--- config.mk ---
export PLATFORM = sky130hd
export DESIGN_NAME = spi_ctrl_top
export DESIGN_NICKNAME = d
export VERILOG_FILES = /design/src/verilog/spi_ctrl_pkg.sv /design/src/verilog/spi_ctrl_top.sv /design/src/verilog/spi_shift_engine.sv /design/src/verilog/spi_cmd_arbiter.sv
export VERILOG_INCLUDE_DIRS = /design/src /design/src/verilog
export SDC_FILE = /design/constraint.sdc
export NUM_CORES = 1
export LEC_CHECK = 0
export ABC_AREA = 1
export BUFFER_PORTS_ARGS = -buffer_cell sky130_fd_sc_hd__clkbuf_2
export CORE_MARGIN = 2
export CORE_UTILIZATION = 45
export DETAILED_ROUTE_END_ITERATION = 7
export PLACE_DENSITY_LB_ADDON = 0.2
export SETUP_SLACK_MARGIN = 0.4
export SLEW_MARGIN = 20
export SYNTH_ARGS = -nofsm -noshare
export SYNTH_HDL_FRONTEND = slang
export SYNTH_SLANG_ARGS = --single-unit
export TNS_END_PERCENT = 50
--- constraint.sdc ---
create_clock -name clk -period 2.05 [get_ports clk]
set_clock_uncertainty 0.15 [all_clocks]
set_input_delay 0.615 -clock clk [delete_from_list [all_inputs] [get_ports clk]]
set_output_delay 0.615 -clock clk [all_outputs]
set_load 0.1 [all_outputs]
--- src/verilog/spi_ctrl_settings.svh ---
`ifndef SPI_CTRL_SETTINGS_SVH
`define SPI_CTRL_SETTINGS_SVH

////////////////////////////////////////////////////////////////////////////
// frame layout.
////////////////////////////////////////////////////////////////////////////

// one write flag, the address, then the data byte.
`define SPI_FRAME_BITS 12
`define SPI_DATA_BITS 8
`define SPI_ADDR_BITS 3

////////////////////////////////////////////////////////////////////////////
// system.
////////////////////////////////////////////////////////////////////////////

`define SPI_NUM_CLIENTS 2

// clk cycles per sclk half period.
`define SPI_HALF_PERIOD 4

`endif
--- src/verilog/spi_ctrl_pkg.sv ---
`default_nettype none

`include "spi_ctrl_settings.svh"

package spi_ctrl_pkg;

  ////////////////////////////////////////////////////////////////////////////
  // command word.
  ////////////////////////////////////////////////////////////////////////////

  // write view, wr set.
  typedef struct packed {
    logic                      wr;
    logic [`SPI_ADDR_BITS-1:0] addr;
    logic [`SPI_DATA_BITS-1:0] data;
  } spi_wr_cmd_t;

  // read view, wr clear. pad goes out as zeros while miso is captured.
  typedef struct packed {
    logic                      wr;
    logic [`SPI_ADDR_BITS-1:0] addr;
    logic [`SPI_DATA_BITS-1:0] pad;
  } spi_rd_cmd_t;

  typedef union packed {
    spi_wr_cmd_t wr_cmd;
    spi_rd_cmd_t rd_cmd;
  } spi_cmd_u;

  ////////////////////////////////////////////////////////////////////////////
  // response and client index.
  ////////////////////////////////////////////////////////////////////////////

  typedef struct packed {
    logic                      done;
    logic                      was_read;
    logic [`SPI_DATA_BITS-1:0] data;
  } spi_rsp_t;

  typedef logic [$clog2(`SPI_NUM_CLIENTS)-1:0] client_idx_t;

endpackage

`default_nettype wire

--- src/verilog/spi_ctrl_top.sv ---
`timescale 1ns/100ps
`default_nettype none

`include "spi_ctrl_settings.svh"

module spi_ctrl_top (
  input  logic                                         clk,
  input  logic                                         rst_n,
  input  logic [`SPI_NUM_CLIENTS-1:0]                  cmd_strobe,
  input  spi_ctrl_pkg::spi_cmd_u [`SPI_NUM_CLIENTS-1:0] cmd,
  input  logic                                         miso,
  output spi_ctrl_pkg::spi_rsp_t [`SPI_NUM_CLIENTS-1:0] rsp,
  output logic                                         sclk,
  output logic                                         cs_n,
  output logic                                         mosi
);

  import spi_ctrl_pkg::*;

  logic                      start;
  spi_cmd_u                  start_cmd;
  logic                      eng_done;
  logic [`SPI_DATA_BITS-1:0] eng_data;

  // clients in, one frame at a time out.
  spi_cmd_arbiter u_arbiter (
    .clk        (clk),
    .rst_n      (rst_n),
    .cmd_strobe (cmd_strobe),
    .cmd        (cmd),
    .eng_done   (eng_done),
    .eng_data   (eng_data),
    .start      (start),
    .start_cmd  (start_cmd),
    .rsp        (rsp)
  );

  spi_shift_engine #(
    .half_period (`SPI_HALF_PERIOD)
  ) u_engine (
    .clk     (clk),
    .rst_n   (rst_n),
    .start   (start),
    .cmd     (start_cmd),
    .miso    (miso),
    .done    (eng_done),
    .rd_data (eng_data),
    .sclk    (sclk),
    .cs_n    (cs_n),
    .mosi    (mosi)
  );

endmodule

`default_nettype wire

--- src/verilog/spi_shift_engine.sv ---
`timescale 1ns/100ps
`default_nettype none

`include "spi_ctrl_settings.svh"

module spi_shift_engine #(
  parameter int half_period = `SPI_HALF_PERIOD
) (
  input  logic                      clk,
  input  logic                      rst_n,
  input  logic                      start,
  input  spi_ctrl_pkg::spi_cmd_u    cmd,
  input  logic                      miso,
  output logic                      done,
  output logic [`SPI_DATA_BITS-1:0] rd_data,
  output logic                      sclk,
  output logic                      cs_n,
  output logic                      mosi
);

  localparam int FRAME = `SPI_FRAME_BITS;
  localparam int DATA  = `SPI_DATA_BITS;
  localparam int DIV_W = (half_period > 1) ? $clog2(half_period) : 1;

  localparam logic [DIV_W-1:0] DIV_LAST = DIV_W'(half_period - 1);
  localparam logic [3:0]       BIT_LAST = 4'(FRAME - 1);

  typedef enum logic [1:0] {
    ST_IDLE,
    ST_ACTIVE,
    ST_FINISH
  } state_t;

  state_t             state;
  logic [DIV_W-1:0]   div_cnt;
  logic [3:0]         bit_cnt;
  logic [FRAME-1:0]   shreg;
  logic [DATA-1:0]    capture;
  logic               tick;
  logic               rise;
  logic               fall;

  ////////////////////////////////////////////////////////////////////////////
  // sclk edges.
  ////////////////////////////////////////////////////////////////////////////

  // sclk toggles every half_period cycles while active.
  assign tick = (state == ST_ACTIVE) && (div_cnt == DIV_LAST);
  assign rise = tick && !sclk;
  assign fall = tick && sclk;

  ////////////////////////////////////////////////////////////////////////////
  // fsm.
  ////////////////////////////////////////////////////////////////////////////

  always_ff @(posedge clk or negedge rst_n)
  begin
    if (!rst_n)
    begin
      state   <= ST_IDLE;
      div_cnt <= '0;
      bit_cnt <= '0;
      sclk    <= 1'b0;
      cs_n    <= 1'b1;
      shreg   <= '0;
      done    <= 1'b0;
    end
    else
    begin
      done <= 1'b0;
      case (state)
        ST_IDLE:
        begin
          if (start)
          begin
            state   <= ST_ACTIVE;
            cs_n    <= 1'b0;
            shreg   <= cmd;
            div_cnt <= '0;
            bit_cnt <= '0;
          end
        end
        ST_ACTIVE:
        begin
          if (tick)
          begin
            div_cnt <= '0;
            sclk    <= ~sclk;
          end
          else
            div_cnt <= div_cnt + 1'b1;

          // next bit goes out on the falling edge.
          if (fall)
          begin
            if (bit_cnt == BIT_LAST)
              state <= ST_FINISH;
            else
            begin
              bit_cnt <= bit_cnt + 1'b1;
              shreg   <= {shreg[FRAME-2:0], 1'b0};
            end
          end
        end
        ST_FINISH:
        begin
          cs_n  <= 1'b1;
          done  <= 1'b1;
          shreg <= '0;
          state <= ST_IDLE;
        end
        default:
          state <= ST_IDLE;
      endcase
    end
  end

  assign mosi = shreg[FRAME-1];

  ////////////////////////////////////////////////////////////////////////////
  // capture.
  ////////////////////////////////////////////////////////////////////////////

  // last DATA bits of every frame, read or not.
  always_ff @(posedge clk)
  begin
    if (rise)
      capture <= {capture[DATA-2:0], miso};
  end

  assign rd_data = capture;

endmodule

`default_nettype wire

--- src/verilog/spi_cmd_arbiter.sv ---
`timescale 1ns/100ps
`default_nettype none

`include "spi_ctrl_settings.svh"

module spi_cmd_arbiter (
  input  logic                                         clk,
  input  logic                                         rst_n,
  input  logic [`SPI_NUM_CLIENTS-1:0]                  cmd_strobe,
  input  spi_ctrl_pkg::spi_cmd_u [`SPI_NUM_CLIENTS-1:0] cmd,
  input  logic                                         eng_done,
  input  logic [`SPI_DATA_BITS-1:0]                    eng_data,
  output logic                                         start,
  output spi_ctrl_pkg::spi_cmd_u                       start_cmd,
  output spi_ctrl_pkg::spi_rsp_t [`SPI_NUM_CLIENTS-1:0] rsp
);

  import spi_ctrl_pkg::*;

  localparam int NC = `SPI_NUM_CLIENTS;

  logic [NC-1:0] pending;
  spi_cmd_u      slot_cmd [NC];
  client_idx_t   last_grant;
  client_idx_t   grant_idx;
  logic          grant_vld;
  logic          busy;
  client_idx_t   owner;
  logic          owner_rd;

  ////////////////////////////////////////////////////////////////////////////
  // slots.
  ////////////////////////////////////////////////////////////////////////////

  always_ff @(posedge clk)
  begin
    for (int i = 0; i < NC; i++)
    begin
      if (cmd_strobe[i])
        slot_cmd[i] <= cmd[i];
    end
  end

  ////////////////////////////////////////////////////////////////////////////
  // round robin pick, starting one past the last grant.
  ////////////////////////////////////////////////////////////////////////////

  always_comb
  begin
    client_idx_t cand;
    grant_vld = 1'b0;
    grant_idx = last_grant;
    for (int i = 1; i <= NC; i++)
    begin
      cand = client_idx_t'((int'(last_grant) + i) % NC);
      if (!grant_vld && pending[cand])
      begin
        grant_vld = 1'b1;
        grant_idx = cand;
      end
    end
  end

  assign start = grant_vld && !busy;

  // a read sends zeros after the address.
  always_comb
  begin
    start_cmd = slot_cmd[grant_idx];
    if (!start_cmd.rd_cmd.wr)
      start_cmd.rd_cmd.pad = '0;
  end

  ////////////////////////////////////////////////////////////////////////////
  // in-flight tracking.
  ////////////////////////////////////////////////////////////////////////////

  always_ff @(posedge clk or negedge rst_n)
  begin
    if (!rst_n)
    begin
      pending    <= '0;
      busy       <= 1'b0;
      owner      <= '0;
      owner_rd   <= 1'b0;
      // first search after reset begins at client 0.
      last_grant <= client_idx_t'(NC - 1);
    end
    else
    begin
      if (start)
      begin
        busy       <= 1'b1;
        owner      <= grant_idx;
        owner_rd   <= !start_cmd.wr_cmd.wr;
        last_grant <= grant_idx;
      end
      else if (eng_done)
        busy <= 1'b0;

      for (int i = 0; i < NC; i++)
      begin
        if (cmd_strobe[i])
          pending[i] <= 1'b1;
        else if (eng_done && owner == client_idx_t'(i))
          pending[i] <= 1'b0;
      end
    end
  end

  ////////////////////////////////////////////////////////////////////////////
  // response to the owner only.
  ////////////////////////////////////////////////////////////////////////////

  always_ff @(posedge clk or negedge rst_n)
  begin
    if (!rst_n)
      rsp <= '0;
    else
    begin
      for (int i = 0; i < NC; i++)
      begin
        rsp[i] <= '0;
        if (eng_done && owner == client_idx_t'(i))
        begin
          rsp[i].done     <= 1'b1;
          rsp[i].was_read <= owner_rd;
          rsp[i].data     <= owner_rd ? eng_data : '0;
        end
      end
    end
  end

endmodule

`default_nettype wire

# [After elaboration in Yosys (flattened, before gate mapping)]
# Memories as Yosys holds them, arrays and structs flattened.
# Index checks and enable logic that the tools add are counted.
[totals] regBits=57 memories=1 mem_bits_rw=24
[op_classes] n_addsub=4 n_bitwise=2 order_cmp=2 n_eq_ne=8 mux=40 n_reduce_logical=24
[memory_table] memory="u_arbiter.slot_cmd" words=2 word_bits=12 read_ports=1 rd_clocked_by_memory_dff=0 write_ports=2 line="spi_cmd_arbiter.sv:23" text="spi_cmd_u slot_cmd [NC];"
[ops] op="2-to-1 mux 12 bit" count=3
[ops] op="one-hot mux 12 bit (3 select lines)" count=1
[ops] op="2-to-1 mux 1 bit" count=20
[ops] op="2-to-1 mux 10 bit" count=2
[ops] op="2-to-1 mux 8 bit" count=2
[ops] op="2-to-1 mux 4 bit" count=3
[ops] op="2-to-1 mux 2 bit" count=5
[ops] op="nonzero test 2 bit" count=5
[ops] op="one-hot mux 2 bit (2 select lines)" count=2
[ops] op="one-hot mux 4 bit (2 select lines)" count=1
[ops] op="AND reduction 4 bit" count=2
[ops] op="logical AND 1 bit" count=7
[ops] op="!= test 2 bit, second input constant" count=3
[ops] op="AND reduction 2 bit" count=3
[ops] op="adder 4 x 1 -> 4 bit, second input constant" count=1
[ops] op="== test 2 bit, second input constant" count=2
[ops] op="== test 4 bit, second input constant" count=1
[ops] op="zero test 1 bit" count=4
[ops] op="less-than comparator 1 x 2 -> 1 bit, second input constant" count=2
[ops] op="AND reduction 3 bit" count=1
[ops] op="nonzero test 3 bit" count=1
[ops] op="adder 1 bit, second input constant" count=2
[ops] op="adder 2 x 1 -> 2 bit, second input constant" count=1
[ops] op="== test 2 x 1 -> 1 bit, second input constant" count=1
[ops] op="other kinds (4)" count=5

# [Longest topological paths before layout]
# An unclocked memory read counts as a cell.
[logic_depth] depth_word=11 ltp_mapped=11 ltp_nobuf=10

# [Hierarchy]
# Synthesis repeated with hierarchy kept, for this count alone.
[unflattened] cells_unflattened=334 area_unflattened_um2=3478.3
[modules_own_cells] module="spi_cmd_arbiter" area_each_um2=1910.6 n_inst=1 cells_per_inst=157
[modules_own_cells] module="spi_shift_engine" area_each_um2=1567.8 n_inst=1 cells_per_inst=177

# [Worst setup path before layout]
# OpenSTA, ideal clock, no wires.
[synth_timing] path_kind="register -> register" from="reg u_engine.sclk" to="reg u_engine.shreg[11]" period_less_slack_ns=1.881 setup_ns=0.122 path_stages_with_launch=8 n_path_buf=0 t_arrival_ns=1.609 required_ns=1.778 setup_slack_ns=0.169 cell_sequence="dfrtp_1 > a21oi_2 > inv_2 > nand2_2 > nor2_4 > inv_1 > nand2_1 > nand2_1"
[synth_between] elab_chain_cells=3
[synth_lines] element="from (decl)" line="spi_shift_engine.sv:16" text="output logic sclk,"
[synth_lines] element="from (signal assigned)" line="spi_shift_engine.sv:88" text="sclk <= ~sclk;"
[synth_lines] element="logical AND 1 bit" line="spi_shift_engine.sv:50" text="assign fall = tick && sclk;"
[synth_lines] element="!= test 2 x 1 -> 1 bit (no source line)"
[synth_lines] element="AND reduction 4 bit (no source line)"
[synth_lines] element="to (signal assigned)" line="spi_shift_engine.sv:78" text="shreg <= cmd;"
[synth_lines] element="to (signal assigned)" line="spi_shift_engine.sv:101" text="shreg <= {shreg[FRAME-2:0], 1'b0};"
[synth_lines] element="to (decl)" line="spi_shift_engine.sv:37" text="logic [FRAME-1:0] shreg;"
# Every way passes these cells.
# A chain may end at the register's enable or synchronous reset.

# [Worst setup path in the final report]
[layout_timing] from="reg u_engine.cs_n" to="out cs_n"
[layout_lines] element="from (decl)" line="spi_shift_engine.sv:17" text="output logic cs_n,"
[layout_lines] element="from (signal assigned)" line="spi_shift_engine.sv:64" text="cs_n <= 1'b1;"
[layout_lines] element="from (signal assigned)" line="spi_shift_engine.sv:77" text="cs_n <= 1'b0;"
[layout_lines] element="from (signal assigned)" line="spi_shift_engine.sv:107" text="cs_n <= 1'b1;"
[layout_lines] element="to (decl)" line="spi_ctrl_top.sv:14" text="output logic cs_n,"
# No word-level cell between the ends.

==> run_results.csv <==
group,metric,value,unit
status,status,"finished clean",
timing,fin_hold_ws,41.25,ps
timing,slew_headroom,68.71,%
clock_network,cts_buffers,9,
layout,multi_input_area,1064,µm²
placed_design,numPortBuffers,51,
clock_network,clockBufferDepth,2,
layout,final_util,60.70,%
floorplan,die_w,90.15,µm
placed_design,placed_cells,465,
setup_path,worst_path_max_delay_cell,"dfstp_2",
setup_path,path_max_fanout,2,
timing,layout_min_cycle_time,1865,ps
setup_path,crit_path_end_kind,"primary output",
setup_path,worst-setup-path-type,"reg2out",
detailed_routing,via_per_inst,4.607,
placed_design,place_congestion,0.7910,
timing,fmax,536.1,MHz
clock_network,cts_sinks,81,
synth,ys_ff_latch,81,
detailed_routing,drt-initial-drc-count,82,
timing,setup_tns,0,ps
layout,diodes,0,
detailed_routing,ant_nets,0,
layout,final_area,4379,µm²
detailed_routing,routed_wl,5.855,mm
layout,nets,426,
power_and_ir_drop,power.leakage,2.127,nW
setup_path,cp_top_family,"flip-flops",
layout,nFillCells,600,
floorplan,pin_count,52,
setup_path,crit_buf_inv,1,
synth,synth_area_leader_cell,"dfrtp_1",
setup_path,crit_chain,"buf_12",
power_and_ir_drop,ir_drop,0.0004868,V
detailed_routing,num_vias,2276,
clock_network,cts_root_buf,"clkbuf_8",
min_path,hold_class,"in2async",
power_and_ir_drop,power,2.990,mW
grt,grt_usage,15.55,%
setup_path,cp-start-kind,"flop",
timing,fin_ws,184.8,ps
synth,syn-num-nets,352,
grt,grt_overflow,0,
grt,grt_max_degree,32,
layout,syn_to_final_growth,31.14,%
synth,synth_cells,316,
timing,post-route-period-util,90.99,%
timing,rsz0062_at_grt,"true",
floorplan,row_count,31,
setup_path,cp.arrival,1100,ps
setup_path,regToRegStartpoint,"u_engine.state[1]",
synth,synth.avg_cell_area,10.57,µm²
timing,setup_viol,0,
detailed_routing,drc,0,
placed_design,dpl-instance-area,3737,µm²
timing,slew_viol_final,0,
clock_network,htree_levels,3,
layout,instances_no_fill,494,
layout,regArea,2192,µm²
clock_network,cts_tree,"done",
synth,netlist_top_cells_area,"dfrtp_1, edfxtp_1, nand2_1",
grt,grt_pass1_vias,2283,
detailed_routing,drt-pass1-iter-count,4,
floorplan,core_area,7214,µm²
grt,grt_pass1_wl,10.10,mm
setup_path,cpPeakStageDelay,570,ps
clock_network,cts.clk_slew.worst_paths,100,ps
synth,synthArstFlopShare,60.49,%
synth,synth_top_area_share,35.22,%
clock_network,hold_buffers,0,
synth,synth_cell_types,31,
flow_run,max_cap_viol_count,0,
floorplan,dieArea,8126,µm²
synth,synth_edf_count,32,
placed_design,dp_slack,107.5,ps
setup_path,critPathLaunch,"u_engine.cs_n",
synth,yosys_warnings,0,
timing,worstMarginPinSlew,469.4,ps
synth,syn_area,3339,µm²
setup_path,reg2reg_slack,370,ps
layout,layout-drive-gt1-share,32.66,%
floorplan,die_y,90.15,µm
clock_network,clk_latency,360,ps
placed_design,place_hpwl,4.001,mm
timing,final_hold_viol_count,0,
grt,antenna_found_initial,0,
floorplan,start_util,46.29,%
power_and_ir_drop,power_density,682.8,nW/µm²
synth,synth-main-ff-cell,"dfrtp_1",
synth,ys_seq_area_share,65.57,%
detailed_routing,wl_per_cell,11.85,µm
setup_path,required,1280,ps
cell type report:
| class | count | share of cell area, % |
|---|---|---|
| sequential | 81 | 50.06 |
| multi-input combinational | 189 | 24.29 |
| timing repair buffer | 64 | 14.09 |
| inverter | 44 | 4.114 |
| clock buffer | 9 | 2.829 |
| tap | 99 | 2.829 |
| clock inverter | 7 | 1.629 |
| timing repair inverter | 1 | 0.1714 |
power breakdown:
group          internal [mW]  leakage [nW]  total [mW]  switching, mW
Combinational         0.0514          1.10       0.123         0.0717
Clock                  0.475        0.0931        1.11          0.640
Sequential              1.74         0.938        1.75         0.0167
Total                   2.26          2.13        2.99          0.728
Yosys cell counts, types with 5 or more instances:
master and n:
inv_1 39, nand3_1 26, inv_2 5, edfxtp_1 32
nand2_1 65, nor2_1 51, o21ai_0 10, nand2_2 5
ha_1 7, dfrtp_1 47
placed cells by master (no fill, tap or decap), drive strengths merged:
cell type | synthesis | routed
inv | 44 | 46
nand4 | 2 | 2
or2 | 1 | 1
edfxtp | 32 | 32
o21bai | 2 | 2
a21oi | 2 | 2
a31oi | 1 | 1
xor2 | 1 | 1
nor2 | 53 | 54
clkinvlp | 0 | 5
clkbuf | 0 | 54
o21a | 1 | 1
clkinv | 0 | 1
nand2 | 72 | 72
o21ai | 14 | 14
ha | 7 | 7
xnor2 | 2 | 2
nand3b | 1 | 1
nand3 | 29 | 29
buf | 3 | 19
dfrtp | 47 | 47
dfstp | 2 | 2
sequential cells by signal (all words and copies together), names as in the netlist, 2 cells and up:
| signal | flops |
|---|---|
| u_arbiter.pending | 2 |
| u_arbiter.rsp | 20 |
| u_arbiter.slot_cmd | 24 |
| u_engine.bit_cnt | 4 |
| u_engine.div_cnt | 2 |
| u_engine.rd_data | 8 |
| u_engine.shreg | 12 |
| u_engine.state | 2 |
kinds of logic after synthesis:
group	count (synthesis)	synth area share, %
and+or+nand+nor	158	21.09
DFF	81	65.57
buffers and inverters	47	5.770
AOI/OAI and AO/OA	20	4.159
adders and majority gates	7	2.623
xor gates and xnor gates	3	0.7870
path summary, 6_finish.rpt:
check	cells after the start	endpoint
worst max register to register	6	u_engine.rd_data[3]
min in group clk	1	u_arbiter.slot_cmd[0][1]
worst min register to register	0	u_engine.rd_data[5]
max in group asynchronous	2	u_arbiter.last_grant
worst min-delay path	1	u_arbiter.rsp[6]
worst max-delay path	1	cs_n
metal layers:
| layer | wire, µm | GRT usage [%] |
|---|---|---|
| met1 | 2581 | 19.67 |
| met4 | 140 | 8.590 |
| met2 | 2888 | 24.50 |
| met3 | 244 | 4.023 |
| met5 | 0 | 0 |
what timing repair did:
| item | 4_1_cts | 5_1_grt |
|---|---|---|
| buffers inserted | 1 | 10 |
| setup endpoints to repair | 49 | 41 |
| pin swaps | 1 | 16 |
| cloned | 1 | 1 |
| resized for setup | 47 | 44 |
Note: power is estimated with default switching activity, not from simulation.
